File: src/rtl/isa_pkg.sv
package isa_pkg;

  // Datapath and register file
  localparam int xlen       = 32;
  localparam int reg_addr_w = 5;
  localparam int reg_count  = 32;

  // Major opcodes
  localparam logic [6:0] op_reg    = 7'b0110011;
  localparam logic [6:0] op_imm    = 7'b0010011;
  localparam logic [6:0] op_lui    = 7'b0110111;
  localparam logic [6:0] op_load   = 7'b0000011;
  localparam logic [6:0] op_store  = 7'b0100011;
  localparam logic [6:0] op_branch = 7'b1100011;

  // funct3 values
  localparam logic [2:0] f3_add = 3'b000;
  localparam logic [2:0] f3_slt = 3'b010;
  localparam logic [2:0] f3_xor = 3'b100;
  localparam logic [2:0] f3_or  = 3'b110;
  localparam logic [2:0] f3_and = 3'b111;
  localparam logic [2:0] f3_beq = 3'b000;

  localparam logic [6:0] f7_sub = 7'b0100000;  // Marks sub among op_reg

  // Kind of work handed from execute to the load/store unit
  localparam int         kind_w     = 2;
  localparam logic [1:0] kind_alu   = 2'd0;
  localparam logic [1:0] kind_load  = 2'd1;
  localparam logic [1:0] kind_store = 2'd2;

  typedef struct packed {
    logic [6:0] funct7;
    logic [4:0] rs2;
    logic [4:0] rs1;
    logic [2:0] funct3;
    logic [4:0] rd;
    logic [6:0] opcode;
  } r_fmt_t;

  // Store and branch layout, immediate split around the register fields
  typedef struct packed {
    logic [6:0] imm_hi;
    logic [4:0] rs2;
    logic [4:0] rs1;
    logic [2:0] funct3;
    logic [4:0] imm_lo;
    logic [6:0] opcode;
  } s_fmt_t;

  typedef union packed {
    r_fmt_t r_fmt;
    s_fmt_t s_fmt;
  } instr_t;

endpackage

File: src/rtl/rfile.sv
`timescale 1ns/1ps

module rfile (
  input  logic                           clock,
  input  logic                           reset,
  input  logic [isa_pkg::reg_addr_w-1:0] rd_addr1,
  input  logic [isa_pkg::reg_addr_w-1:0] rd_addr2,
  input  logic [isa_pkg::reg_addr_w-1:0] wr_addr1,
  input  logic                           wr_enable1,
  input  logic [isa_pkg::xlen-1:0]       wr_data1,
  output logic [isa_pkg::xlen-1:0]       rd_data1,
  output logic [isa_pkg::xlen-1:0]       rd_data2
);

  logic [isa_pkg::xlen-1:0] regs [isa_pkg::reg_count];

  // x0 reads as zero whatever the array holds
  assign rd_data1 = (rd_addr1 == '0) ? '0 : regs[rd_addr1];
  assign rd_data2 = (rd_addr2 == '0) ? '0 : regs[rd_addr2];

  always_ff @(posedge clock) begin
    if (reset) begin
      for (int i = 0; i < isa_pkg::reg_count; i++) begin
        regs[i] <= '0;
      end
    end else if (wr_enable1 && wr_addr1 != '0) begin
      regs[wr_addr1] <= wr_data1;
    end
  end

endmodule

File: config.mk
export PLATFORM = sky130hd
export DESIGN_NAME = rfile
export DESIGN_NICKNAME = d
export VERILOG_FILES = /design/src/rtl/isa_pkg.sv /design/src/rtl/rfile.sv
export SDC_FILE = /design/constraint.sdc
export NUM_CORES = 2
export LEC_CHECK = 0
export BUFFER_PORTS_ARGS = -buffer_cell sky130_fd_sc_hd__buf_2
export CAP_MARGIN = 0
export CORE_MARGIN = 10
export CORE_UTILIZATION = 29
export DETAILED_ROUTE_END_ITERATION = 8
export GPL_ROUTABILITY_DRIVEN = 0
export PLACE_DENSITY_LB_ADDON = 0.2
export SYNTH_ARGS = -nofsm -noshare
export SYNTH_HDL_FRONTEND = slang
export SYNTH_SLANG_ARGS = --single-unit
File: constraint.sdc
create_clock -name clock -period 2.8 [get_ports clock]
set_input_delay 0.14 -clock clock [delete_from_list [all_inputs] [get_ports clock]]
set_output_delay 0.14 -clock clock [all_outputs]
set_load 0.01 [all_outputs]
==> results.toml <==
[routing]
drc_errors = 0
routed_via_density = 5.35
vias = 33552
drt-initial-drc-count = 3689
drt-pass1-iter-count = 5
final_antenna_net_count = 0
drt-total-wl_mm = 205
routedWlPerCell_um = 32.7

[die]
fp.dieArea_um2 = 205000
die_width_um = 452
num_rows = 158
initial_core_util_pct = 29.2
coreArea_um2 = 186000
die_h_um = 452
ios = 114

[cts]
cts_made_buffers = 113
cts_tree = "done"
clk_pin_slew_ps = 60
cts.sinks = 1024
cts_htree_levels = 3
cts_root_buf = "clkbuf_16"
clockBufferDepth = 3

[logic_synthesis]
synthXorXnorAreaFrac_pct = 0
async_flop_share_pct = 0
yosysUniqueCellTypes = 42
synthMuxAreaShare_pct = 23.0
avgSynthCellArea_um2 = 15.5
ys.flop_type = "edfxtp_1"
syn_inst = 3502
netlist_area_um2 = 54200
synth_warnings = 0
ys_seq_elements = 1024
synthAdderAreaFrac_pct = 0
synth_edf_count = 1024
synth_top_family_by_area = "multiplexers"
synth-simple-area-share_pct = 13.3
ys_seq_area_share_pct = 56.7
synth-compound-area-share_pct = 3.65

[critical_path]
crit_path_start_kind = "register"
crit_path_cell_trace = "mux4_2 > mux4_2 > o22ai_2 > buf_6 > nor3_4 > buf_2"
worstPathMaxFanout = 2
critical_path.most_common_cell = "mux4_2"
cpPeakStageDelay_ps = 600
required_ps = 2660
cp.arrival_ps = 2750
crit_path_top_delay_cell = "mux4_2"
critPathKind = "reg2out"
cp-end-kind = "primary output"

[final_layout]
final_common_cell = "edfxtp_1"
drive_gt1_share_pct = 34.0
stdcell_count = 6271
largestRegisters = "regs x1024"
nets = 3737
fillers = 17563
top_register = "regs"
stdcell_area_um2 = 65000
mostFrequentLayoutCells = "edfxtp_1 (1,024), and2_1 (994), mux4_2 (472)"
syn2layout_area_growth_pct = 19.8
largest_register_ffs = 1024

[place]
dp_slack_ps = -214
hpwlAfterDp_mm = 130
portBuffers = 113
place_inst = 6047
dpl-instance-area_um2 = 59900

[timing]
slew_violations = 0
hold_viol_final = 0
slew_headroom_pct = 16.8
finalCritPeriodShare_pct = 103
hold_slack_ps = 45.5
fmax_ghz = 0.346
setup_ws_ps = -94.2
setup_violations = 16
worstMarginPinSlew_ps = 1240
period_needed_ps = 2890
grt_setup_unrepaired = "true"

[pwr]
p_total_w = 0.0387
ir_worst_vdd_mv = 0.449
leakagePower_nw = 22.2
power_per_cell_area_nw_per_um2 = 596

[run_status]
violations = "negative setup slack"
run_status = "finished with violations"

[global_route]
grt_pass1_wl_mm = 284
grt_pass1_vias = 34662
grt-ovfl-total = 0
antenna_found_initial = 28
grt_usage_pct = 19.5
grt_max_degree = 43

[flow_run]
maxCapViolCount = 0

[hold_path]
min_path_type = "in2reg"
-- kinds of logic after synthesis --
logic type,after synthesis
simple gates,1177
flops,1024
mux,652
buf+inv,389
compound gates,259
other cells,1
-- critical path, delay by kind of cell (launching register included) --
| family | cells | cell delay, ps |
|---|---|---|
| muxes | 2 | 1080 |
| DFF | 1 | 410 |
| buffers and inverters | 2 | 300 |
| AOI/OAI and AO/OA | 1 | 160 |
| and+or+nand+nor | 1 | 40 |
-- metrics by stage --
| step | TNS [ps] | util, % |
|---|---|---|
| 2_1_floorplan | 0 | - |
| 3_3_place_gp | -353 | 32.2 |
| 3_5_place_dp | -422 | 32.2 |
| 4_1_cts | -2800 | 34.8 |
| 5_1_grt | -2920 | 35.0 |
| 6_report | -1010 | 35.0 |
-- path summary, 6_finish.rpt --
kind | cells after the start | endpoint | startpoint | slack, ps
setup / recovery | 6 | rd_data1[31] | regs[24][31]$_SDFFCE_PN0P_ | -90
hold / removal | 2 | regs[10][13]$_SDFFCE_PN0P_ | wr_data1[13] | 50
-- layer usage --
layer / share of wire (%) / global-route usage, %
met3: 6.5 / 3.47
met2: 48 / 32.1
met5: 0.018 / 0
met1: 42 / 26.4
met4: 2.8 / 5.58
-- report_power, final --
group	total [W]	internal (W)	switching, W
Clock	0.0153	0.00874	0.00654
Sequential	0.0182	0.0177	0.000463
Combinational	0.00528	0.00233	0.00295
Total	0.0387	0.0288	0.00996
-- layout make-up --
| class | count | area, µm² | share of cell area (%) |
|---|---|---|---|
| repair buffers | 426 | 4010 | 6.17 |
| well taps | 2480 | 3100 | 4.77 |
| flip-flops and latches | 1024 | 30700 | 47.3 |
| diodes | 11 | 27.5 | 0.0424 |
| clock inverters | 74 | 701 | 1.08 |
| clock buffers | 134 | 2950 | 4.54 |
| inverters | 2 | 7.51 | 0.0116 |
| multi-input cells | 2120 | 23400 | 36.1 |
-- Yosys cell counts, types with 5 or more instances --
library cell / number / area share (%)
a22oi_1: 16 / 0.22
buf_1: 18 / 0.12
a211oi_1: 7 / 0.097
clkbuf_1: 272 / 1.9
and2_1: 995 / 11
buf_2: 44 / 0.41
nor2b_1: 14 / 0.16
a2111oi_0: 14 / 0.23
nand3_1: 5 / 0.046
a22o_1: 51 / 0.82
o22ai_1: 103 / 1.2
mux2_2: 30 / 0.62
a2111oi_1: 41 / 0.76
nor4_1: 6 / 0.069
nor2_1: 36 / 0.25
nand3b_1: 5 / 0.069
nand2_1: 7 / 0.048
buf_4: 31 / 0.43
mux4_2: 472 / 20
edfxtp_1: 1024 / 57
nand2b_1: 5 / 0.058
or2_2: 33 / 0.38
a21oi_1: 12 / 0.11
buf_6: 22 / 0.46
nor3_1: 54 / 0.50
mux2i_1: 150 / 2.8
-- what timing repair did --
item	in CTS	in global routing
hold buffers	2	0
pin swaps	61	18
setup buffers	13	6
resized for setup	182	38
endpoints found under the hold margin	10	0
endpoints found under the setup margin	56	59
Note: power is estimated with default switching activity, not from simulation.
