**src/rtl/isa_pkg.sv**
```systemverilog
package isa_pkg;

  // Datapath and register file
  localparam int xlen       = 32;
  localparam int reg_addr_w = 5;
  localparam int reg_count  = 32;

  // Major opcodes
  localparam logic [6:0] op_reg    = 7'b0110011;
  localparam logic [6:0] op_imm    = 7'b0010011;
  localparam logic [6:0] op_lui    = 7'b0110111;
  localparam logic [6:0] op_load   = 7'b0000011;
  localparam logic [6:0] op_store  = 7'b0100011;
  localparam logic [6:0] op_branch = 7'b1100011;

  // funct3 values
  localparam logic [2:0] f3_add = 3'b000;
  localparam logic [2:0] f3_slt = 3'b010;
  localparam logic [2:0] f3_xor = 3'b100;
  localparam logic [2:0] f3_or  = 3'b110;
  localparam logic [2:0] f3_and = 3'b111;
  localparam logic [2:0] f3_beq = 3'b000;

  localparam logic [6:0] f7_sub = 7'b0100000;  // Marks sub among op_reg

  // Kind of work handed from execute to the load/store unit
  localparam int         kind_w     = 2;
  localparam logic [1:0] kind_alu   = 2'd0;
  localparam logic [1:0] kind_load  = 2'd1;
  localparam logic [1:0] kind_store = 2'd2;

  typedef struct packed {
    logic [6:0] funct7;
    logic [4:0] rs2;
    logic [4:0] rs1;
    logic [2:0] funct3;
    logic [4:0] rd;
    logic [6:0] opcode;
  } r_fmt_t;

  // Store and branch layout, immediate split around the register fields
  typedef struct packed {
    logic [6:0] imm_hi;
    logic [4:0] rs2;
    logic [4:0] rs1;
    logic [2:0] funct3;
    logic [4:0] imm_lo;
    logic [6:0] opcode;
  } s_fmt_t;

  typedef union packed {
    r_fmt_t r_fmt;
    s_fmt_t s_fmt;
  } instr_t;

endpackage

```
**src/rtl/mem_pkg.sv**
```systemverilog
package mem_pkg;

  // Bus byte address
  localparam int addr_w = 32;

  // TCM geometry, one 32-bit word per entry
  localparam int mem_words = 256;
  localparam int index_w   = 8;

  // First fetch address out of reset
  localparam logic [addr_w-1:0] reset_pc = '0;

endpackage

```
**src/rtl/fetch_unit.sv**
```systemverilog
`timescale 1ns/1ps

module fetch_unit (
  input  logic                       clock,
  input  logic                       reset,
  output logic [mem_pkg::addr_w-1:0] icache_addr,
  output logic                       icache_rd,
  input  logic [isa_pkg::xlen-1:0]   icache_data,
  input  logic                       icache_waitrequest,
  output logic                       instr_valid,
  output logic [isa_pkg::xlen-1:0]   instr,
  output logic [mem_pkg::addr_w-1:0] instr_pc,
  input  logic                       instr_taken,
  input  logic                       redirect,
  input  logic [mem_pkg::addr_w-1:0] redirect_pc
);

  logic [mem_pkg::addr_w-1:0] fetch_pc;  // Next address to request
  logic [mem_pkg::addr_w-1:0] pc_sel;
  logic                       drop;      // Read in flight is stale
  logic                       done;
  logic                       buf_next;
  logic                       issue;

  assign done   = icache_rd && !icache_waitrequest;
  assign pc_sel = redirect ? redirect_pc : fetch_pc;

  always_comb begin
    if (redirect) begin
      buf_next = 1'b0;
    end else if (done && !drop) begin
      buf_next = 1'b1;
    end else if (instr_valid && instr_taken) begin
      buf_next = 1'b0;
    end else begin
      buf_next = instr_valid;
    end
    // Only request when the word has a free slot to land in
    issue = (!icache_rd || done) && !buf_next;
  end

  always_ff @(posedge clock) begin
    if (reset) begin
      icache_rd   <= 1'b0;
      instr_valid <= 1'b0;
      drop        <= 1'b0;
      fetch_pc    <= mem_pkg::reset_pc;
    end else begin
      icache_rd   <= (icache_rd && !done) || issue;
      instr_valid <= buf_next;
      if (redirect && icache_rd && !done) begin
        drop <= 1'b1;  // Let the bus finish, discard the word
      end else if (done) begin
        drop <= 1'b0;
      end
      if (issue) begin
        fetch_pc <= pc_sel + 4;
      end else if (redirect) begin
        fetch_pc <= redirect_pc;
      end
    end
  end

  always_ff @(posedge clock) begin
    if (issue) begin
      icache_addr <= pc_sel;
    end
    if (done && !drop) begin
      instr    <= icache_data;
      instr_pc <= icache_addr;
    end
  end

  // No read may complete on top of a word that is still waiting
  a_buf_held: assert property (
    @(posedge clock) disable iff (reset)
    instr_valid && !instr_taken && !redirect |=>
      instr_valid && $stable(instr) && $stable(instr_pc)
  ) else $error("fetch_unit: buffered instruction changed before it was taken");

endmodule

```
**config.mk**
```make
export PLATFORM = sky130hd
export DESIGN_NAME = fetch_unit
export DESIGN_NICKNAME = d
export VERILOG_FILES = /design/src/rtl/isa_pkg.sv /design/src/rtl/mem_pkg.sv /design/src/rtl/fetch_unit.sv
export SDC_FILE = /design/constraint.sdc
export NUM_CORES = 1
export LEC_CHECK = 0
export BUFFER_PORTS_ARGS = -buffer_cell sky130_fd_sc_hd__buf_4
export CORE_ASPECT_RATIO = 1.5
export CORE_UTILIZATION = 35
export CTS_BUF_LIST = sky130_fd_sc_hd__clkbuf_4 sky130_fd_sc_hd__clkbuf_8 sky130_fd_sc_hd__clkbuf_16
export DETAILED_ROUTE_END_ITERATION = 12
export HOLD_SLACK_MARGIN = 0.15
export PLACE_DENSITY_LB_ADDON = 0.2
export SLEW_MARGIN = 20
export SYNTH_ARGS = -nofsm -noshare
export SYNTH_HDL_FRONTEND = slang
export SYNTH_SLANG_ARGS = --single-unit
```
**constraint.sdc**
```tcl
create_clock -name clock -period 4.5 [get_ports clock]
set_clock_uncertainty 0.1 [all_clocks]
set_input_delay 0.225 -clock clock [delete_from_list [all_inputs] [get_ports clock]]
set_output_delay 0.225 -clock clock [all_outputs]
set_load 0.02 [all_outputs]
```
==> summary.md <==
| Metric | Value |
|---|---|
| Crit path DAT | `2.83 ns` |
| TritonRoute pass-1 iters | `4` |
| Vias in the first global route | `roughly 3,800` |
| Status | `complete, no violations` |
| Post-route DRC violation count | `0` |
| Main synth FF type | `edfxtp_1` |
| Net Sw Power | `755 µW` |
| Ports | `about 170` |
| # resized after CTS | `0` |
| GR Overflow Total | `0` |
| Crit start category | `primary input` |
| Die area | `15,200 µm²` |
| Initial core utilization | `0.363` |
| Die height | `151 µm` |
| Final nets | `between 600 and 700` |
| Sequential power share | `0.441` |
| Pint | `~2500 µW` |
| DRT iter0 DRCs | `around 150` |
| Max clock buf depth | `2` |
| Clock share of power | `0.433` |
| Fin crit period | `about 2.6 ns` |
| Via-to-Cell Ratio | `about 4.6` |
| Post-CTS Hold Buffers | `65` |
| Largest cells by area after synthesis | `edfxtp_1 56%, dfxtp_1 14%, mux2_2 6.3%` |
| CP max-delay cell | `nor2b_4` |
| Synth warn | `0` |
| Max_cap viols | `0` |
| Setup-failing EPs final | `0` |
| Slew margin rel. | `0.320` |
| Clock root cell | `clkbuf_16` |
| Max incr delay on CP | `0.84 ns` |
| Post-route antenna net violation count | `0` |
| Pwr Density | `about 420 nW/µm²` |
| Number of cell rows | `53` |
| Worst-Margin Slew | `~1.0 ns` |
| Comb power frac | `0.126` |
| Cells after Synth | `~350` |
| Dpl ws | `approximately 1.5 ns` |
| Post-Syn Nets | `424` |
| Max VDD drop | `approximately 0.00019 V` |
| Tot GR Track Use | `0.162` |
| Async SR Flop Fraction | `0` |
| Most common cell in the netlist | `edfxtp_1` |
| RePlAce Congestion | `approximately 0.75` |
| Clock Sink Count | `roughly 130` |
| R2R setup slack | `around 1.9 ns` |
| Fmax | `approximately 0.38 GHz` |
| Final-report hold violation count | `0` |
| Syn_area_per_cell | `between 10 and 15 µm²` |
| Share of the synthesized area in the top cell type | `0.560` |
| Post-synth top cells | `96 x edfxtp_1, 35 x dfxtp_1, 29 x mux2_2` |
| Buffer count from post-CTS setup fixing | `0` |
| Core box area | `14,200 µm²` |
| Synth-to-Final Area Change | `51.7%` |
| Sequential area share after synthesis | `0.696` |
| Final Cycle Share | `0.588` |
| Worst setup EP type | `register` |
| Worst-path maximum fanout | `34` |
| H-Tree Depth | `4` |
| WL/cell | `roughly 15 µm` |
| Final Max Tran Viols | `0` |
| Fin worst setup slack | `around 1.9 ns` |
| CTS tree | `done` |
| Worst EP required | `between 4 and 5 ns` |
| Post-DP HPWL | `8170 µm` |
| EDFF count, synth | `between 90 and 100` |
| RSZ-0062 raised after global routing | `no` |
| Final WL | `approximately 12,000 µm` |
| Distinct cells, synth | `between 50 and 60` |
| Yosys top cell by area | `edfxtp_1` |
| Initial antenna violation count | `0` |
| Setup TNS | `0 ns` |
| Clk_lat worst skew | `0.40 ns` |
| ANT cells | `0` |
| Hold Crit Class | `primary input to register` |
| Worst hold margin | `0.176 ns` |
| Critical path class | `primary input to register` |
| Share of layout cells above drive strength 1 | `0.393` |
| Largest net degree at the start of global routing | `59` |
| Netlist area before placement | `~5100 µm²` |
| Clock-pin slew on the worst setup and hold paths | `around 0.05 ns` |
| First-pass GRT wire length | `18,500 µm` |
| Switching Share | `0.231` |
| Die extent in x | `101 µm` |
| CTS Buf Count | `17` |
| Total number of vias | `between 3,000 and 4,000` |
| Number of I/O port buffers | `~170` |
| Worst-path cell chain | `dlygate4sd3_1 > buf_4 > nor2b_1 > nor2b_4 > inv_1 > a21oi_1 > a21oi_1 > dlygate4sd3_1` |
| P_leak | `0.00319 µW` |
| Synthesized flop and latch total | `roughly 130` |
## area by class of cell
type	instances	area (µm²)
fill	1270	6380
sequential	131	3580
timing repair buffer	232	1900
multi-input combinational	201	1450
clock buffer	20	460
tap	192	240
clock inverter	12	156
inverter	4	15.0
## layout by cell type (no fill, tap or decap), types with 6 or more instances in the layout
| cell | Yosys | routed |
|---|---|---|
| nand2b_1 | 6 | 6 |
| nand4_1 | 7 | 7 |
| and3_1 | 8 | 8 |
| dlygate4sd3_1 | 0 | 65 |
| and2_1 | 10 | 9 |
| clkbuf_16 | 0 | 17 |
| buf_4 | 1 | 167 |
| edfxtp_1 | 96 | 96 |
| nor2_1 | 15 | 15 |
| nand3_1 | 14 | 14 |
| mux2i_1 | 6 | 6 |
| mux2_2 | 29 | 29 |
| a21oi_1 | 15 | 15 |
| nor3_1 | 8 | 8 |
| dfxtp_1 | 35 | 35 |
| nand2_1 | 21 | 21 |
## metal layers
metal | routed length [µm] | share of wire | vias up | track usage
li1 | - | - | 1816 | -
met1 | 4820 | 0.40 | 1749 | 0.179
met2 | 6570 | 0.54 | 102 | 0.295
met3 | 531 | 0.044 | 10 | 0.0418
met4 | 131 | 0.011 | 0 | 0.0638
met5 | 0 | 0 | - | 0
## metrics by stage
| stage | power, µW | cells | instance area [µm²] | utilization |
|---|---|---|---|---|
| floorplan | 1660 | 354 | 5150 | - |
| global placement | 1820 | 695 | 6540 | 0.461 |
| detailed placement | 1830 | 695 | 6540 | 0.461 |
| CTS | 3300 | 792 | 7810 | 0.550 |
| global route | 3380 | 792 | 7810 | 0.550 |
| finish | 3260 | 792 | 7810 | 0.550 |
## power groups by stage
stage	clock network [µW]	registers, µW	logic, µW
2_1_floorplan	0	1540	117
3_3_place_gp	0	1460	362
3_5_place_dp	0	1460	368
4_1_cts	1450	1440	416
5_1_grt	1490	1450	442
6_report	1410	1440	412
## sequential cells by signal, indices dropped and copies added, names as in the netlist
signal,cells
drop,1
icache_rd,1
icache_addr,32
instr_pc,32
fetch_pc,32
instr,32
instr_valid,1
## path summary, 6_finish.rpt
check                      from      endpoint  cells after the start
min             redirect_pc[12]  fetch_pc[12]                      4
max reg2reg           icache_rd     icache_rd                      6
max          icache_waitrequest     icache_rd                      8
min reg2reg     icache_addr[23]  instr_pc[23]                      0
## cells by family after synthesis
logic type / Yosys count / synth area share
mux: 37 / 0.0795
fa+ha+maj: 1 / 0.00243
buf+inv: 22 / 0.0241
flops: 131 / 0.696
simple gates: 116 / 0.133
xor+xnor: 3 / 0.00511
compound gates: 44 / 0.0591
## critical path: cells and delay by family
family / cells / cell delay, ns
and+or+nand+nor: 2 / 0.98
buffers and inverters: 4 / 1.34
AOI/OAI and AO/OA: 2 / 0.27
No activity file was read; power rests on OpenSTA's default activity.
