<file path="src/rtl/isa_pkg.sv">
package isa_pkg;

  // Datapath and register file
  localparam int xlen       = 32;
  localparam int reg_addr_w = 5;
  localparam int reg_count  = 32;

  // Major opcodes
  localparam logic [6:0] op_reg    = 7'b0110011;
  localparam logic [6:0] op_imm    = 7'b0010011;
  localparam logic [6:0] op_lui    = 7'b0110111;
  localparam logic [6:0] op_load   = 7'b0000011;
  localparam logic [6:0] op_store  = 7'b0100011;
  localparam logic [6:0] op_branch = 7'b1100011;

  // funct3 values
  localparam logic [2:0] f3_add = 3'b000;
  localparam logic [2:0] f3_slt = 3'b010;
  localparam logic [2:0] f3_xor = 3'b100;
  localparam logic [2:0] f3_or  = 3'b110;
  localparam logic [2:0] f3_and = 3'b111;
  localparam logic [2:0] f3_beq = 3'b000;

  localparam logic [6:0] f7_sub = 7'b0100000;  // Marks sub among op_reg

  // Kind of work handed from execute to the load/store unit
  localparam int         kind_w     = 2;
  localparam logic [1:0] kind_alu   = 2'd0;
  localparam logic [1:0] kind_load  = 2'd1;
  localparam logic [1:0] kind_store = 2'd2;

  typedef struct packed {
    logic [6:0] funct7;
    logic [4:0] rs2;
    logic [4:0] rs1;
    logic [2:0] funct3;
    logic [4:0] rd;
    logic [6:0] opcode;
  } r_fmt_t;

  // Store and branch layout, immediate split around the register fields
  typedef struct packed {
    logic [6:0] imm_hi;
    logic [4:0] rs2;
    logic [4:0] rs1;
    logic [2:0] funct3;
    logic [4:0] imm_lo;
    logic [6:0] opcode;
  } s_fmt_t;

  typedef union packed {
    r_fmt_t r_fmt;
    s_fmt_t s_fmt;
  } instr_t;

endpackage

</file>
<file path="src/rtl/mem_pkg.sv">
package mem_pkg;

  // Bus byte address
  localparam int addr_w = 32;

  // TCM geometry, one 32-bit word per entry
  localparam int mem_words = 256;
  localparam int index_w   = 8;

  // First fetch address out of reset
  localparam logic [addr_w-1:0] reset_pc = '0;

endpackage

</file>
<file path="src/rtl/execute_unit.sv">
`timescale 1ns/1ps

module execute_unit (
  input  logic                           clock,
  input  logic                           reset,
  input  logic                           instr_valid,
  input  logic [isa_pkg::xlen-1:0]       instr,
  input  logic [mem_pkg::addr_w-1:0]     instr_pc,
  output logic                           instr_taken,
  output logic                           redirect,
  output logic [mem_pkg::addr_w-1:0]     redirect_pc,
  output logic [isa_pkg::reg_addr_w-1:0] rfile_rd_addr1,
  output logic [isa_pkg::reg_addr_w-1:0] rfile_rd_addr2,
  input  logic [isa_pkg::xlen-1:0]       rfile_rd_data1,
  input  logic [isa_pkg::xlen-1:0]       rfile_rd_data2,
  output logic                           op_valid,
  output logic [isa_pkg::kind_w-1:0]     op_kind,
  output logic [isa_pkg::reg_addr_w-1:0] op_rd,
  output logic [isa_pkg::xlen-1:0]       op_value,
  output logic [mem_pkg::addr_w-1:0]     op_addr,
  output logic [isa_pkg::xlen-1:0]       op_store_data,
  output logic [mem_pkg::addr_w-1:0]     op_pc,
  input  logic                           lsu_busy
);

  isa_pkg::instr_t          ir;
  logic [6:0]               opcode;
  logic [isa_pkg::xlen-1:0] imm_i, imm_s, imm_b, imm_u;
  logic [isa_pkg::xlen-1:0] alu_b, alu_out, value;
  logic                     is_sub, beq_hit, writes_rd, take;

  assign ir     = instr;
  assign opcode = ir.r_fmt.opcode;

  assign rfile_rd_addr1 = ir.r_fmt.rs1;
  assign rfile_rd_addr2 = ir.r_fmt.rs2;

  // Immediates
  assign imm_i = {{20{ir.r_fmt.funct7[6]}}, ir.r_fmt.funct7, ir.r_fmt.rs2};
  assign imm_s = {{20{ir.s_fmt.imm_hi[6]}}, ir.s_fmt.imm_hi, ir.s_fmt.imm_lo};
  assign imm_b = {{20{ir.s_fmt.imm_hi[6]}}, ir.s_fmt.imm_lo[0], ir.s_fmt.imm_hi[5:0],
                  ir.s_fmt.imm_lo[4:1], 1'b0};
  assign imm_u = {ir.r_fmt.funct7, ir.r_fmt.rs2, ir.r_fmt.rs1, ir.r_fmt.funct3, 12'b0};

  always_comb begin
    alu_b  = (opcode == isa_pkg::op_reg) ? rfile_rd_data2 : imm_i;
    is_sub = (opcode == isa_pkg::op_reg) && (ir.r_fmt.funct7 == isa_pkg::f7_sub);
    case (ir.r_fmt.funct3)
      isa_pkg::f3_add: alu_out = is_sub ? rfile_rd_data1 - alu_b : rfile_rd_data1 + alu_b;
      isa_pkg::f3_slt: alu_out = {{(isa_pkg::xlen-1){1'b0}},
                                  $signed(rfile_rd_data1) < $signed(alu_b)};
      isa_pkg::f3_xor: alu_out = rfile_rd_data1 ^ alu_b;
      isa_pkg::f3_or:  alu_out = rfile_rd_data1 | alu_b;
      isa_pkg::f3_and: alu_out = rfile_rd_data1 & alu_b;
      default:         alu_out = '0;
    endcase

    case (opcode)
      isa_pkg::op_reg, isa_pkg::op_imm: value = alu_out;
      isa_pkg::op_lui:                  value = imm_u;
      default:                          value = '0;  // Stores and branches carry no result
    endcase

    writes_rd = (opcode == isa_pkg::op_reg) || (opcode == isa_pkg::op_imm) ||
                (opcode == isa_pkg::op_lui) || (opcode == isa_pkg::op_load);
    beq_hit   = (opcode == isa_pkg::op_branch) && (ir.s_fmt.funct3 == isa_pkg::f3_beq) &&
                (rfile_rd_data1 == rfile_rd_data2);
  end

  // Operands are read only once the previous writeback has landed
  assign take        = instr_valid && !lsu_busy && !redirect;
  assign instr_taken = take;

  always_ff @(posedge clock) begin
    if (reset) begin
      op_valid <= 1'b0;
      redirect <= 1'b0;
    end else begin
      op_valid <= take;
      redirect <= take && beq_hit;
    end
  end

  always_ff @(posedge clock) begin
    if (take) begin
      op_pc         <= instr_pc;
      op_rd         <= writes_rd ? ir.r_fmt.rd : '0;
      op_value      <= value;
      op_store_data <= rfile_rd_data2;
      op_addr       <= rfile_rd_data1 + ((opcode == isa_pkg::op_store) ? imm_s : imm_i);
      redirect_pc   <= instr_pc + imm_b;
      if (opcode == isa_pkg::op_load) begin
        op_kind <= isa_pkg::kind_load;
      end else if (opcode == isa_pkg::op_store) begin
        op_kind <= isa_pkg::kind_store;
      end else begin
        op_kind <= isa_pkg::kind_alu;  // Branches retire through the ALU path
      end
    end
  end

  // Busy must cover the handoff and the writeback cycle after it
  a_busy_after_handoff: assert property (
    @(posedge clock) disable iff (reset) (op_valid || $past(op_valid)) |-> lsu_busy
  ) else $error("execute_unit: lsu not busy through handoff and writeback");

endmodule

</file>
<file path="config.mk">
export PLATFORM = sky130hd
export DESIGN_NAME = execute_unit
export DESIGN_NICKNAME = d
export VERILOG_FILES = /design/src/rtl/isa_pkg.sv /design/src/rtl/mem_pkg.sv /design/src/rtl/execute_unit.sv
export SDC_FILE = /design/constraint.sdc
export NUM_CORES = 1
export LEC_CHECK = 0
export ABC_CLOCK_PERIOD_IN_PS = 6500
export BUFFER_PORTS_ARGS = -buffer_cell sky130_fd_sc_hd__buf_4
export CAP_MARGIN = 20
export CORE_ASPECT_RATIO = 1.4
export CORE_MARGIN = 1.5
export CORE_UTILIZATION = 56
export DETAILED_ROUTE_END_ITERATION = 16
export PLACE_DENSITY = 0.94
export REMOVE_ABC_BUFFERS = 1
export SLEW_MARGIN = 5
export SYNTH_ARGS = -nofsm -noshare
export SYNTH_HDL_FRONTEND = slang
export SYNTH_SLANG_ARGS = --single-unit
</file>
<file path="constraint.sdc">
create_clock -name clock -period 6.5 [get_ports clock]
set_clock_uncertainty 0.1 [all_clocks]
set_input_delay 1.3 -clock clock [delete_from_list [all_inputs] [get_ports clock]]
set_output_delay 1.3 -clock clock [all_outputs]
set_load 0.005 [all_outputs]
</file>
==> impl_results.md <==
* HPWL after DPL at ~37000 µm
* Fillers at between 1.5k and 2k
* Total chip power at roughly 3400 µW
* Commonest non-fill, non-tap cell in the layout: buf_4
* Synth top area share at a little over a third
* Comb power frac at between 30% and 40%
* EDFF count, synth at roughly 170
* Most frequent cells in the layout: buf_4 (331), edfxtp_1 (166), ha_1 (157), a21oi_1 (138), nor2_1 (134)
* Fin cells at approximately 2.1k
* Peak Freq at 182 MHz
* Synth Register Bits at about 170
* Cts hold-fix bufs at 0
* Sequential Power Share at roughly 40%
* Ys Warns at 0
* R2R Setup Slk at about 3800 ps
* PortBufs at 311
* Switching portion of total power at around a third
* Vias in the first global route at about 14k
* Aggregate global routing overflow at 0
* Post-synth top area cell: edfxtp_1
* Seq/Total Area, Yosys at ~36%
* Worst r2r dst: op_kind[0]
* CTS root buf: clkbuf_16
* Post-Syn Area at around 14000 µm²
* Post-CTS resize count at 0
* Distinct cells, synth at 80
* P_sw at between 1000 and 1500 µW
* P&R area growth vs syn at 22.5%
* Multi-input combinational cell area at just over 8000 µm²
* CP Max Fanout at 13
* # IOs at ~310
* Final wirelength at about 48000 µm
* Pre-CTS setup slack at around 650 ps
* Die X-Extent at 137 µm
* Main synth FF type: edfxtp_1
* Worst setup margin at between 1000 and 1500 ps
* R2R depth at 4
* CTS tree: done
* Synth async-reset ratio at 0%
* Clk sink count at between 150 and 200
* Syn avg cell area at between 9 and 10 µm²
* Largest cells by area after synthesis: edfxtp_1 (36%), ha_1 (14%), a21oi_1 (4.9%)
* Routed via count at 13.6k
* Final setup viols at 0
* Drt pass-1 iters at 6
* WP data required at about 6600 ps
* CP Class: in2reg
* Tightest Hold Check Type: reg2reg
* Final worst-path cycle share at 84.5%
* Clock power share at a little under 30%
* Reg2reg start: redirect
* Number of setup buffers added after CTS at 0
* GRT Overall Usage at between 30% and 40%
* Reg clk slew, reported paths at around 70 ps
* Internal power at 2300 µW
* Largest net degree at the start of global routing at around 110
* Pleak at between 0.007 and 0.008 µW
* Initial core utilization at between 50% and 60%
* Nature of the critical path endpoint: flip-flop
* Post-Place Cell Area at 16600 µm²
* Rel. slew slack at 27.5%
* Fin. max-slew vios at 0
* Cells after Synth at 1518
* PD cells at between 150 and 200 nW/µm²
* Clk buf depth at 2
* Die Y at 190 µm
* Crit path to: op_value[25]
* Max Cap Viol at 0
* FF+latch area at 5020 µm²
* Number of vias per cell at approximately 6.4
* Core ar. at 24700 µm²
* Design Area, Final at around 17000 µm²
* Rows at 68
* Routed Antenna Nets at 0
* Die Area at 26000 µm²
* Routed len/inst at roughly 22 µm
* Dpl cells at 2102
* Gpl congestion at 1.00
* Final Hold Vio Count at 0
* First-pass GRT wire length at approximately 70000 µm
* CTS H-Tree Depth at 4
* Drc violations at 0
* Share of layout cells above drive strength 1 at about 22%
* VDD IR max at 0.000185 V
* Worst-skew pair later-pin latency at 440 ps
* Status: finished clean
* RSZ-0062 raised after global routing: false
* CTS Buf Count at 17
* Worst path arrival time at ~5600 ps
* Actual slew at the worst max-slew pin at 1090 ps
* First DRT Iteration DRCs at roughly 1.3k
* Crit path launch: instr[3]
* Nets at about 2.1k
* Min Tclk post-route at between 5000 and 6000 ps
* Crit path launch type: primary input
* # diodes at 0
* Fin Setup TNS at 0 ps
* Initial antenna violation count at 0
## how the worst min path moves through the flow
stage / from / end / slack [ps] / depth (start not counted)
after floorplan: redirect / op_valid / 430 / 3
after global placement: redirect / op_valid / 520 / 3
after detailed placement: redirect / op_valid / 550 / 3
after CTS: redirect / op_valid / 560 / 3
after global routing: redirect / op_valid / 580 / 3
final: redirect / op_valid / 560 / 3
## synth_stat cells (5+ instances only)
library cell,instances
inv_1,112
o221ai_1,5
nand2_1,108
a21o_1,63
nor2_1,135
a211oi_1,37
nand3_1,35
clkbuf_1,40
and3_1,7
a31oi_1,14
o21ai_0,68
o21bai_1,25
o31ai_1,6
ha_1,157
o211ai_1,13
xnor2_1,75
nor4_1,13
nand4_1,20
or2_2,6
mux2_2,14
and2_1,9
o21a_1,16
nor2b_1,16
a221oi_1,5
nand2b_1,10
edfxtp_1,166
nor3_1,22
xor2_1,40
buf_1,6
a22oi_1,7
buf_4,13
a41oi_1,5
o22ai_1,6
o31a_1,5
or3_1,9
a21oi_1,138
o21ai_1,18
## registers in the layout (all words and copies together) (netlist names)
name and flops:
op_addr 32, op_kind 2, op_pc 31, op_rd 5
op_store_data 32, op_valid 1, op_value 32, redirect 1
redirect_pc 32
## per-layer routing
layer  GRT usage (%)  wire (µm)  vias up
met5               0          0        -
met4            27.2       3790        0
met3            5.95       3580      233
met2            62.8      24000      784
met1            38.7      16400     6417
li1                -          -     6144
## power groups by stage
| stage | logic, µW | clock network (µW) | registers [µW] |
|---|---|---|---|
| final | 1090 | 995 | 1330 |
| after detailed placement | 1060 | 0 | 1350 |
| after global routing | 1170 | 1030 | 1340 |
| after floorplan | 600 | 0 | 1360 |
| after global placement | 1030 | 0 | 1350 |
| after CTS | 1070 | 990 | 1330 |
## critical path: stages
cell and delay (ps):
buf_4 110, nand3b_4 160, or3b_4 450, nor3b_4 300
buf_4 300, mux2_2 390, inv_1 80, ha_1 280
nor3_1 440, nand2_1 130, o211ai_2 250, a311oi_2 200
o21ai_2 320, o221ai_2 230, a41oi_1 330, mux2i_1 210
nand3_1 90
## layout make-up
| class | instances | share of cell area [%] |
|---|---|---|
| Timing Repair Buffer | 332 | 14.5 |
| Sequential cell | 168 | 29.2 |
| Tap cell | 315 | 2.29 |
| Clock inverter | 12 | 0.611 |
| Clock buffer | 20 | 2.54 |
| Multi-Input combinational cell | 1175 | 48.3 |
| Inverter | 113 | 2.50 |
## metrics by stage
stage / hold slack (ps) / utilization [%]
6_report: 563 / 69.7
5_1_grt: 585 / 69.7
4_1_cts: 562 / 69.6
3_5_place_dp: 554 / 67.4
3_3_place_gp: 525 / 67.4
2_1_floorplan: 427 / -
## kinds of logic after synthesis
kind of cell / after synthesis / share of synthesized area [%]
compound gates: 471 / 22.1
mux: 18 / 1.41
flops: 168 / 35.8
xor+xnor: 115 / 7.18
fa+ha+maj: 161 / 14.6
simple gates: 410 / 13.9
buf+inv: 175 / 5.05
(Power assumes the default switching activity.)
