File: src/rtl/isa_pkg.sv
package isa_pkg;

  // Datapath and register file
  localparam int xlen       = 32;
  localparam int reg_addr_w = 5;
  localparam int reg_count  = 32;

  // Major opcodes
  localparam logic [6:0] op_reg    = 7'b0110011;
  localparam logic [6:0] op_imm    = 7'b0010011;
  localparam logic [6:0] op_lui    = 7'b0110111;
  localparam logic [6:0] op_load   = 7'b0000011;
  localparam logic [6:0] op_store  = 7'b0100011;
  localparam logic [6:0] op_branch = 7'b1100011;

  // funct3 values
  localparam logic [2:0] f3_add = 3'b000;
  localparam logic [2:0] f3_slt = 3'b010;
  localparam logic [2:0] f3_xor = 3'b100;
  localparam logic [2:0] f3_or  = 3'b110;
  localparam logic [2:0] f3_and = 3'b111;
  localparam logic [2:0] f3_beq = 3'b000;

  localparam logic [6:0] f7_sub = 7'b0100000;  // Marks sub among op_reg

  // Kind of work handed from execute to the load/store unit
  localparam int         kind_w     = 2;
  localparam logic [1:0] kind_alu   = 2'd0;
  localparam logic [1:0] kind_load  = 2'd1;
  localparam logic [1:0] kind_store = 2'd2;

  typedef struct packed {
    logic [6:0] funct7;
    logic [4:0] rs2;
    logic [4:0] rs1;
    logic [2:0] funct3;
    logic [4:0] rd;
    logic [6:0] opcode;
  } r_fmt_t;

  // Store and branch layout, immediate split around the register fields
  typedef struct packed {
    logic [6:0] imm_hi;
    logic [4:0] rs2;
    logic [4:0] rs1;
    logic [2:0] funct3;
    logic [4:0] imm_lo;
    logic [6:0] opcode;
  } s_fmt_t;

  typedef union packed {
    r_fmt_t r_fmt;
    s_fmt_t s_fmt;
  } instr_t;

endpackage

File: src/rtl/mem_pkg.sv
package mem_pkg;

  // Bus byte address
  localparam int addr_w = 32;

  // TCM geometry, one 32-bit word per entry
  localparam int mem_words = 256;
  localparam int index_w   = 8;

  // First fetch address out of reset
  localparam logic [addr_w-1:0] reset_pc = '0;

endpackage

File: src/rtl/lsu.sv
`timescale 1ns/1ps

module lsu (
  input  logic                           clock,
  input  logic                           reset,
  input  logic                           op_valid,
  input  logic [isa_pkg::kind_w-1:0]     op_kind,
  input  logic [isa_pkg::reg_addr_w-1:0] op_rd,
  input  logic [isa_pkg::xlen-1:0]       op_value,
  input  logic [mem_pkg::addr_w-1:0]     op_addr,
  input  logic [isa_pkg::xlen-1:0]       op_store_data,
  input  logic [mem_pkg::addr_w-1:0]     op_pc,
  output logic                           lsu_busy,
  output logic [mem_pkg::addr_w-1:0]     dcache_addr,
  output logic                           dcache_rd,
  output logic                           dcache_wr,
  output logic [isa_pkg::xlen-1:0]       dcache_wr_data,
  input  logic [isa_pkg::xlen-1:0]       dcache_data,
  input  logic                           dcache_waitrequest,
  output logic [isa_pkg::reg_addr_w-1:0] rfile_wr_addr1,
  output logic                           rfile_wr_enable1,
  output logic [isa_pkg::xlen-1:0]       rfile_wr_data1,
  output logic                           retire_valid,
  output logic [mem_pkg::addr_w-1:0]     retire_pc,
  output logic [isa_pkg::reg_addr_w-1:0] retire_rd,
  output logic [isa_pkg::xlen-1:0]       retire_data,
  output logic                           retire_wen
);

  logic                           access_q, retire_q;
  logic [isa_pkg::kind_w-1:0]     kind_q;
  logic [isa_pkg::reg_addr_w-1:0] rd_q;
  logic [isa_pkg::xlen-1:0]       result_q;  // ALU value, store word or load data
  logic [mem_pkg::addr_w-1:0]     addr_q, pc_q;
  logic                           access_done;

  assign access_done = access_q && !dcache_waitrequest;

  always_ff @(posedge clock) begin
    if (reset) begin
      access_q <= 1'b0;
      retire_q <= 1'b0;
    end else begin
      access_q <= op_valid ? (op_kind != isa_pkg::kind_alu) : (access_q && !access_done);
      retire_q <= (op_valid && op_kind == isa_pkg::kind_alu) || access_done;
    end
  end

  always_ff @(posedge clock) begin
    if (op_valid) begin
      kind_q   <= op_kind;
      rd_q     <= op_rd;
      addr_q   <= op_addr;
      pc_q     <= op_pc;
      result_q <= (op_kind == isa_pkg::kind_store) ? op_store_data : op_value;
    end else if (access_done && kind_q == isa_pkg::kind_load) begin
      result_q <= dcache_data;
    end
  end

  assign lsu_busy       = op_valid || access_q || retire_q;
  assign dcache_addr    = addr_q;
  assign dcache_rd      = access_q && (kind_q == isa_pkg::kind_load);
  assign dcache_wr      = access_q && (kind_q == isa_pkg::kind_store);
  assign dcache_wr_data = result_q;

  // rd_q is zero for stores and branches
  assign retire_wen       = retire_q && (rd_q != '0);
  assign retire_valid     = retire_q;
  assign retire_pc        = pc_q;
  assign retire_rd        = rd_q;
  assign retire_data      = result_q;
  assign rfile_wr_addr1   = rd_q;
  assign rfile_wr_enable1 = retire_wen;
  assign rfile_wr_data1   = result_q;

endmodule

File: config.mk
export PLATFORM = sky130hd
export DESIGN_NAME = lsu
export DESIGN_NICKNAME = d
export VERILOG_FILES = /design/src/rtl/isa_pkg.sv /design/src/rtl/mem_pkg.sv /design/src/rtl/lsu.sv
export SDC_FILE = /design/constraint.sdc
export NUM_CORES = 1
export LEC_CHECK = 0
export BUFFER_PORTS_ARGS = -buffer_cell sky130_fd_sc_hd__buf_2
export CELL_PAD_IN_SITES_DETAIL_PLACEMENT = 1
export CELL_PAD_IN_SITES_GLOBAL_PLACEMENT = 2
export CORE_ASPECT_RATIO = 2
export CORE_MARGIN = 4
export CORE_UTILIZATION = 24
export CTS_CLUSTER_SIZE = 14
export DETAILED_ROUTE_END_ITERATION = 8
export GPL_TIMING_DRIVEN = 0
export PLACE_DENSITY_LB_ADDON = 0.2
export SLEW_MARGIN = 25
export SYNTH_ARGS = -nofsm -noshare
export SYNTH_HDL_FRONTEND = slang
export SYNTH_SLANG_ARGS = --single-unit
File: constraint.sdc
create_clock -name clock -period 4.4 [get_ports clock]
set_clock_uncertainty 0.15 [all_clocks]
set_input_delay 0.88 -clock clock [delete_from_list [all_inputs] [get_ports clock]]
set_output_delay 0.88 -clock clock [all_outputs]
set_load 0.05 [all_outputs]
==> summary.md, run 1 <==
## Outcome
* run status: complete, no violations

## STA
* number of hold violations in the final report: 0
* Final setup viols: 0
* max-slew headroom at the worst pin: 50.44%
* actual slew at the worst max-slew pin: 0.7433 ns
* share of the clock period used by the worst path: 77.63%
* RSZ-0062 raised after global routing: no
* post-route minimum period: 3.416 ns
* highest attainable clock frequency: 292.8 MHz
* final number of max-transition violations: 0

## Setup path
* nature of the critical path endpoint: output port
* Worst R2R Path Depth: 2
* startpoint-to-endpoint class of the critical path: in2out
* sequence of cells on the critical path: buf_4 -> buf_16 -> clkbuf_1 -> or3_1 -> buf_2
* Arr. time, crit path: 2.39 ns
* WP data required: 3.37 ns
* CP Max Fanout: 51
* delay of the slowest cell on the worst path: 0.41 ns
* Max stage delay cell, worst path: clkbuf_1
* CP Launch Type: primary input

## Floorplanning
* Std-Cell Core Area: 20000 sq um
* Starting Density: 24.54%
* Vert. Die Dim: 210.2 microns
* die width: 109.1 microns
* top-level port count: 347
* area enclosed by the die boundary: 22940 sq um
* Placement Rows: 73

## Pwr
* Max IR drop VDD: 140.7 uV
* power density cells: 396.8 nW/um^2
* Lkg Pwr: 3.397 nW

## Detailed routing
* vias post-DR: 4070
* number of remaining DRC errors: 0
* router iterations before antenna repair: 4
* average wire per standard cell: 19.02 microns
* post-detailed-routing wire length: 18450 microns
* Starting DRT DRC Count: 99
* routed via count divided by cell count: 4.196
* Routed Antenna Nets: 0

## Global route
* global-route congestion overflow total: 0
* antenna violations before repair: 4
* largest net degree at the start of global routing: 52
* global-route wire length before repair: 26220 microns
* via count of the first global-routing pass: 4415
* GR Util All Layers: 15.53%

## Placed design
* placed wire-length estimate: 15440 microns
* routability cong.: 0.7616
* count of input and output buffers: 346
* cell area reported after detailed placement: 7038 sq um

## Layout
* number of nets in the final layout: 871
* finished layout cell area: 7333 sq um
* layout cell share with drive strength beyond 1: 67.76%
* area overhead of the layout relative to synthesis: 49.40%
* final core area utilization: 36.66%
* Filler Cell Count: 2327

## Clock network
* number of buffers on the longest clock path: 2
* clock root buffer: clkbuf_16
* number of buffers added for setup after CTS: 0
* clock-pin slew on the worst setup and hold paths: 0.07 ns
* number of buffers created by CTS: 9
* Hold Buf Count CTS: 0
* number of H-tree levels: 3
* number of resized instances in the post-cts repair step: 0
* clock tree from TritonCTS: done
* Sink Count: 105
* insertion delay to the later sink of the worst-skew pair: 0.34 ns

## Synthesis
* synth top area cells: edfxtp_1, buf_4, o211ai_2
* combined area of all synthesized cells: 4908 sq um
* post-synthesis net count: 511
* Seq cells post-synth: 105
* Synth warnings: 0
* Syn Inst Count: 340
* Synth top area share: 63.01%
* number of distinct library cells after synthesis: 24
* mean area per synthesized cell: 14.44 sq um
* sequential-to-total area share from yosys stat: 63.83%
* most area-hungry cell type in the Yosys netlist: edfxtp_1

## Min path
* Worst Hold Depth: 2
* class of the tightest hold or removal check: reg2reg

## Job
* max-capacitance violation count: 0

## synthesized netlist by cell type, drive strengths merged
cell type,n
a21oi,2
and3b,1
buf,83
clkbuf,9
dfxtp,2
edfxtp,103
inv,1
nand2,33
nand2b,33
nand3b,1
nand4b,32
nor2,1
nor2b,1
o211ai,32
o21a,1
o21ai,1
o31ai,1
or3,1
or3b,1
or4,1
## critical path, delay by kind of cell
kind	cells	cell delay, ns
buf+inv	4	1.29
simple gates	1	0.18
## cells by family (layout without fill, tap and decap cells)
kind of cell,count (synthesis),in the layout,synth area share (%)
AOI/OAI and AO/OA,37,37,8.565
and+or+nand+nor,105,105,13.59
other,0,4,0
buffers and inverters,93,457,14.02
DFF,105,105,63.83
## per-stage QoR
stage | setup TNS, ns | setup WS (ns) | hold slack [ns] | instances | power, W
after global placement | -48.80 | -1.527 | 0.3653 | 948 | 0.002119
final | 0 | 0.9842 | 0.3626 | 970 | 0.002910
after CTS | 0 | 0.8971 | 0.3701 | 966 | 0.002959
after global routing | 0 | 0.8196 | 0.4352 | 970 | 0.003038
after floorplan | 0 | 0.4497 | 0.3241 | 340 | 0.001867
after detailed placement | 0 | 0.8954 | 0.3598 | 951 | 0.002136
## registers in the layout (all words and copies together), names as in the netlist
name,cells
retire_rd,5
kind_q,2
retire_valid,1
dcache_wr_data,32
dcache_addr,32
retire_pc,32
access_q,1
## cell usage in the layout, fill, tap and decap left out, types with 2 or more instances in the layout
master,count
buf_2,352
edfxtp_1,103
buf_4,72
nand2_1,33
nand2b_1,33
nand4b_1,32
o211ai_2,30
clkbuf_1,11
clkbuf_16,9
diode_2,4
buf_6,3
buf_12,3
o211ai_1,2
a21oi_1,2
dfxtp_1,2
inv_6,2
## per-layer routing
metal	GRT usage (%)	vias to the layer above	part of all wire (%)
met1	14.94	1916	32
met4	5.885	0	2.4
met5	0	-	0
met2	29.87	232	56
li1	-	1902	-
met3	4.658	20	9.8
## path summary, 6_finish.rpt
| kind | from | end | slack, ns |
|---|---|---|---|
| max | op_valid | lsu_busy | 0.98 |
| min | access_q | retire_valid | 0.36 |
| max reg2reg | kind_q[1] | dcache_wr_data[0] | 2.52 |
| min reg2reg | access_q | retire_valid | 0.36 |
## area by class of cell
cell class	count	area [sq um]	share of cell area [%]
well taps	262	327.8	4.470
clock inverters	4	52.55	0.7166
inverters	1	3.754	0.05119
clock buffers	11	232.7	3.174
multi-input cells	142	1101	15.01
repair buffers	349	1788	24.38
plain buffers	92	684.4	9.333
diodes	4	10.01	0.1365
flip-flops and latches	105	3133	42.72
## power breakdown
group          switching [W]  internal (W)  total [W]
logic               0.000620      0.000246   0.000866
registers          0.0000414       0.00119    0.00123
clock network       0.000369      0.000443   0.000812
total                0.00103       0.00188    0.00291
Note: power is estimated with default switching activity, not from simulation.
==> inputs of run 2 (changes only) <==
CORE_UTILIZATION = 22   (was 24)
clock period = 3 ns   (was 4.4 ns; I/O delays follow)
==> summary.md, run 2 (synthesis gave the netlist of run 1 again) <==
## Outcome
* run status: complete, no violations

## Detailed routing
* router iterations before antenna repair: 4, unchanged
* Routed Antenna Nets: 0, unchanged
* post-detailed-routing wire length: 18310 microns, -0.78%
* average wire per standard cell: 18.57 microns, -2.4%
* routed via count divided by cell count: 4.124, -1.7%
* Starting DRT DRC Count: 115, +16%
* vias post-DR: 4066, -0.098%
* number of remaining DRC errors: 0, unchanged

## Layout
* area overhead of the layout relative to synthesis: 50.40%
* commonest cells after routing, fill and taps aside: buf_2, edfxtp_1, buf_4
* layout cell share with drive strength beyond 1: 67.99%, +0.23 points
* number of nets in the final layout: 872, +0.11%
* final core area utilization: 33.46%, -3.2 points
* commonest non-fill, non-tap cell in the layout: buf_2

## Pwr
* Switching Share: 35.88%, +0.49 points
* Max IR drop VDD: 235.0 uV, +67%
* power share of the sequential group: 41.7%, -0.6 points
* Cell Int Power: 0.002771 W, +47%
* Lkg Pwr: 3.405 nW, +0.25%
* power density cells: 585.4 nW/um^2, +48%
* Sw Pwr: 0.001550 W, +51%
* Clock Power Share: 28.8%, +0.9 points
* fraction of power consumed by combinational cells: 29.5%, -0.3 points

## Clock network
* number of resized instances in the post-cts repair step: 0, unchanged
* Hold Buf Count CTS: 0, unchanged
* clock-pin slew on the worst setup and hold paths: 0.08 ns, about the same
* number of H-tree levels: 3, unchanged
* insertion delay to the later sink of the worst-skew pair: 0.36 ns, +0.02 ns
* number of buffers added for setup after CTS: 0, unchanged
* number of buffers on the longest clock path: 2, unchanged
* number of buffers created by CTS: 9, unchanged
* clock tree from TritonCTS: done
* Sink Count: 105, unchanged
* clock root buffer: clkbuf_16

## Min path
* class of the tightest hold or removal check: in2reg

## Floorplanning
* Vert. Die Dim: 219.2 microns, +4.3%
* die width: 113.6 microns, +4.1%
* Placement Rows: 77, +5.5%
* area enclosed by the die boundary: 24910 sq um, +8.6%
* top-level port count: 347, unchanged
* Starting Density: 22.25%, -2.3 points
* Std-Cell Core Area: 22060 sq um, +10%

## Job
* max-capacitance violation count: 0, unchanged

## Setup path
* startpoint-to-endpoint class of the critical path: in2out
* CP Max Fanout: 51, unchanged
* Max stage delay cell, worst path: clkbuf_1
* CP Launch Type: primary input
* Top Family by Delay on Critical Path: buffers and inverters
* nature of the critical path endpoint: output port
* sequence of cells on the critical path: buf_4 -> buf_16 -> clkbuf_1 -> or3_1 -> buf_2
* delay of the slowest cell on the worst path: 0.42 ns, about the same
* Arr. time, crit path: 2.11 ns, -0.28 ns
* WP data required: 2.25 ns, -1.12 ns
* CP Buf/Inv Count: 4, unchanged

## STA
* max-slew headroom at the worst pin: 66.02%, +16 points
* post-route minimum period: 2.860 ns
* Final setup viols: 0, unchanged
* Sum Neg Setup Slack: 0 ns, unchanged
* final number of max-transition violations: 0, unchanged
* highest attainable clock frequency: 349.6 MHz
* RSZ-0062 raised after global routing: no
* actual slew at the worst max-slew pin: 0.5097 ns, -0.2337 ns
* number of hold violations in the final report: 0, unchanged
* share of the clock period used by the worst path: 95.34%

## Placed design
* count of input and output buffers: 346, unchanged
* routability cong.: 0.7573, -0.56%
* placed wire-length estimate: 15150 microns, -1.8%

## Global route
* antenna violations before repair: 4, unchanged
* global-route congestion overflow total: 0, unchanged
* GR Util All Layers: 13.96%, -1.6 points
* largest net degree at the start of global routing: 52, unchanged
* global-route wire length before repair: 25610 microns, -2.3%
* via count of the first global-routing pass: 4336, -1.8%

-- run 2: cell count changes in the layout (fill, tap and decap cells not counted), sizes merged --
cell      before  now
buf          432  433
clkinvlp       0    2
clkbuf        20   19
-- run 2: path summary, 6_finish.rpt --
check / from / slack (ns) / cells after the start / to
worst max register to register: kind_q[1] / 1.30 / 3 / dcache_wr_data[4]
worst max-delay path: op_valid / 0.14 / 5 / lsu_busy
worst min register to register: access_q / 0.38 / 2 / retire_valid
worst min-delay path: op_pc[16] / 0.26 / 1 / retire_pc[16]
-- run 2: cell type report --
type / count / area (sq um)
Tap cell: 276 / 345.3
Inverter: 1 / 3.754
Sequential cell: 105 / 3133
Fill cell: 2561 / 14680
Clock inverter: 6 / 76.32
Multi-Input combinational cell: 142 / 1101
Timing Repair Buffer: 350 / 1799
Clock buffer: 10 / 229.0
Buffer: 92 / 684.4
Antenna cell: 4 / 10.01
-- run 2: through the flow --
stage | hold WS (ns) | worst slack (ns) | instance area, sq um | instances | total power, W
floorplan | 0.3241 | 0.3283 | 4913 | 340 | 0.002739
global placement | 0.3643 | -0.9735 | 6990 | 962 | 0.003104
detailed placement | 0.3683 | 0.07715 | 7067 | 966 | 0.003128
CTS | 0.2362 | 0.07519 | 7372 | 982 | 0.004390
global route | 0.2392 | 0.01178 | 7382 | 986 | 0.004500
finish | 0.2609 | 0.1398 | 7382 | 986 | 0.004321
-- run 2: power by group through the flow --
| stage | sequential [W] | combinational [W] | clock [W] |
|---|---|---|---|
| after detailed placement | 0.00184 | 0.00129 | 0 |
| after floorplan | 0.00222 | 0.000518 | 0 |
| final | 0.00180 | 0.00127 | 0.00125 |
| after global placement | 0.00184 | 0.00127 | 0 |
| after CTS | 0.00181 | 0.00129 | 0.00129 |
| after global routing | 0.00182 | 0.00133 | 0.00135 |
-- run 2: worst register-to-register path: stages (launching register included) --
cell and delay, ns:
edfxtp_1 0.44, o31ai_4 0.41, buf_6 0.23, buf_8 0.17
-- run 2: metal layers --
layer	GRT usage [%]	vias to the layer above	wire length (microns)
met4	6.137	0	402
li1	-	1910	-
met1	12.98	1922	5696
met5	0	-	0
met3	4.084	21	1548
met2	27.27	213	10660
==> inputs of run 3 (changes only) <==
SETUP_SLACK_MARGIN = 0.5   (was unset)
SLEW_MARGIN = 20   (was 25)
==> summary.md, run 3 (synthesis gave the netlist of run 1 again) <==
## Floorplanning
* Vert. Die Dim: 219.2 microns, unchanged
* die width: 113.6 microns, unchanged
* area enclosed by the die boundary: 24910 sq um, unchanged
* Std-Cell Core Area: 22060 sq um, unchanged
* Placement Rows: 77, unchanged
* top-level port count: 347, unchanged
* Starting Density: 22.25%, unchanged

## Setup path
* CP Launch Type: register
* sequence of cells on the critical path: or4_1 -> o21a_2 -> buf_6 -> buf_8
* WP data required: 2.25 ns, about the same
* Top Family by Delay on Critical Path: simple AND/OR/NAND/NOR gates
* delay of the slowest cell on the worst path: 0.51 ns, +0.09 ns
* CP Max Fanout: 2, -96%
* Arr. time, crit path: 1.80 ns, -0.31 ns
* Max stage delay cell, worst path: or4_1
* startpoint-to-endpoint class of the critical path: reg2out
* CP Buf/Inv Count: 2, -2
* nature of the critical path endpoint: output port

## Pwr
* fraction of power consumed by combinational cells: 29.6%, about the same
* power density cells: 585.0 nW/um^2, about the same
* Lkg Pwr: 3.473 nW, +2.0%
* Cell Int Power: 0.002796 W, +0.92%
* Max IR drop VDD: 322.9 uV, +37%
* total power of the final layout: 0.004380 W, +1.4%
* power share of the sequential group: 41.2%, -0.5 points
* Sw Pwr: 0.001584 W, +2.1%
* Clock Power Share: 29.3%, +0.5 points
* Switching Share: 36.16%, +0.28 points

## Detailed routing
* vias post-DR: 4144, +1.9%
* average wire per standard cell: 19.66 microns, +5.9%
* Starting DRT DRC Count: 164, +43%
* Routed Antenna Nets: 0, unchanged
* routed via count divided by cell count: 4.203, +1.9%
* router iterations before antenna repair: 4, unchanged
* number of remaining DRC errors: 0, unchanged
* post-detailed-routing wire length: 19390 microns, +5.9%

## Placed design
* count of input and output buffers: 346, unchanged
* placed wire-length estimate: 15820 microns, +4.4%
* routability cong.: 0.7891, +4.2%

## Clock network
* Sink Count: 105, unchanged
* clock tree from TritonCTS: done
* number of buffers on the longest clock path: 2, unchanged
* Hold Buf Count CTS: 0, unchanged
* insertion delay to the later sink of the worst-skew pair: 0.36 ns, about the same
* clock root buffer: clkbuf_16
* clock-pin slew on the worst setup and hold paths: 0.08 ns, about the same
* number of buffers created by CTS: 9, unchanged
* number of H-tree levels: 3, unchanged

## Global route
* largest net degree at the start of global routing: 29, -44%
* via count of the first global-routing pass: 4423, +2.0%
* met2 track utilization from global routing: 29.48%, +2.2 points
* antenna violations before repair: 2, -2
* met1 routing resource usage after global routing: 13.68%, +0.70 points
* met3 track demand over resource: 4.553%, +0.47 points
* global-route wire length before repair: 27170 microns, +6.1%
* Top Usage Layer GRT: met2
* GR Util All Layers: 14.91%, +0.95 points
* global-route congestion overflow total: 0, unchanged

## STA
* share of the clock period used by the worst path: 85.07%, -10 points
* RSZ-0062 raised after global routing: yes
* highest attainable clock frequency: 391.8 MHz, +12%
* max-slew headroom at the worst pin: 57.85%, -8.2 points
* number of hold violations in the final report: 0, unchanged
* final number of max-transition violations: 0, unchanged
* actual slew at the worst max-slew pin: 0.6323 ns, +0.1226 ns
* post-route minimum period: 2.552 ns, -0.3080 ns
* final hold slack: 0.2579 ns, -0.002971 ns
* Final setup viols: 0, unchanged

## Outcome
* run status: complete, no violations

## Layout
* layout cell share with drive strength beyond 1: 68.55%, +0.56 points
* combined flip-flop and latch cell area: 3133 sq um, unchanged
* area overhead of the layout relative to synthesis: 52.54%
* footprint of the multi-input gates: 1102 sq um, +0.11%
* commonest non-fill, non-tap cell in the layout: buf_2
* number of nets in the final layout: 875, +0.34%
* commonest cells after routing, fill and taps aside: buf_2, edfxtp_1, buf_4
* Filler Cell Count: 2549, -0.47%

## Min path
* class of the tightest hold or removal check: in2reg

## Job
* max-capacitance violation count: 0, unchanged

[run 3: changes by cell type in the layout (fill, tap and decap cells not counted), moves of 2 or more]
cell        delta
clkinvlp_4     -2
bufbuf_16      +2
clkbuf_1       -2
buf_2          -2
diode_2        -3
inv_6          +3
[run 3: layer usage]
metal  up-vias  wire [microns]
met5         -              13
met4         2             522
met3        30            1762
met2       232           10990
met1      1966            6101
li1       1914               -
[run 3: worst reg2reg max path, cell delays in order, from the launching register on]
cell,delay (ns)
edfxtp_1,0.46
o31ai_4,0.62
buf_6,0.28
[run 3: final cells by class]
class | count | area share [%]
Inverter | 1 | 0.05013
Sequential cell | 105 | 41.84
Tap cell | 276 | 4.612
Multi-Input combinational cell | 142 | 14.72
Clock buffer | 9 | 3.008
Timing Repair Buffer | 353 | 25.17
Clock inverter | 7 | 1.237
Buffer | 92 | 9.325
Antenna cell | 1 | 0.03342
[run 3: power groups by stage]
stage	Clock [W]	Combinational (W)	Sequential [W]
after CTS	0.00134	0.00131	0.00181
after detailed placement	0	0.00129	0.00184
after global placement	0	0.00127	0.00184
final	0.00128	0.00129	0.00180
after global routing	0.00139	0.00136	0.00182
after floorplan	0	0.000519	0.00222
[run 3: metrics by stage]
| step | worst slack, ns | TNS (ns) | std cells | instance area [sq um] | util [%] |
|---|---|---|---|---|---|
| after floorplan | 0.5406 | 0 | 340 | 4923 | - |
| after CTS | 0.4500 | 0 | 984 | 7473 | 33.87 |
| final | 0.4478 | 0 | 986 | 7487 | 33.94 |
| after detailed placement | 0.09906 | 0 | 965 | 7057 | 31.99 |
| after global routing | 0.4067 | 0 | 986 | 7487 | 33.94 |
| after global placement | -0.6206 | -26.69 | 962 | 7000 | 31.73 |
[run 3: what timing repair did]
action,4_1_cts,5_1_grt
setup buffers,1,1
cloned,2,0
pin swaps,1,1
setup endpoints to repair,3,3
gates resized for setup,8,1
[run 3: path summary, 6_finish.rpt]
path / startpoint / end / cells past startpoint / slack, ns
max: retire_rd[0] / rfile_wr_enable1 / 4 / 0.45
min: op_addr[24] / dcache_addr[24] / 1 / 0.26
max reg2reg: kind_q[1] / dcache_wr_data[4] / 2 / 1.19
min reg2reg: access_q / retire_valid / 2 / 0.38
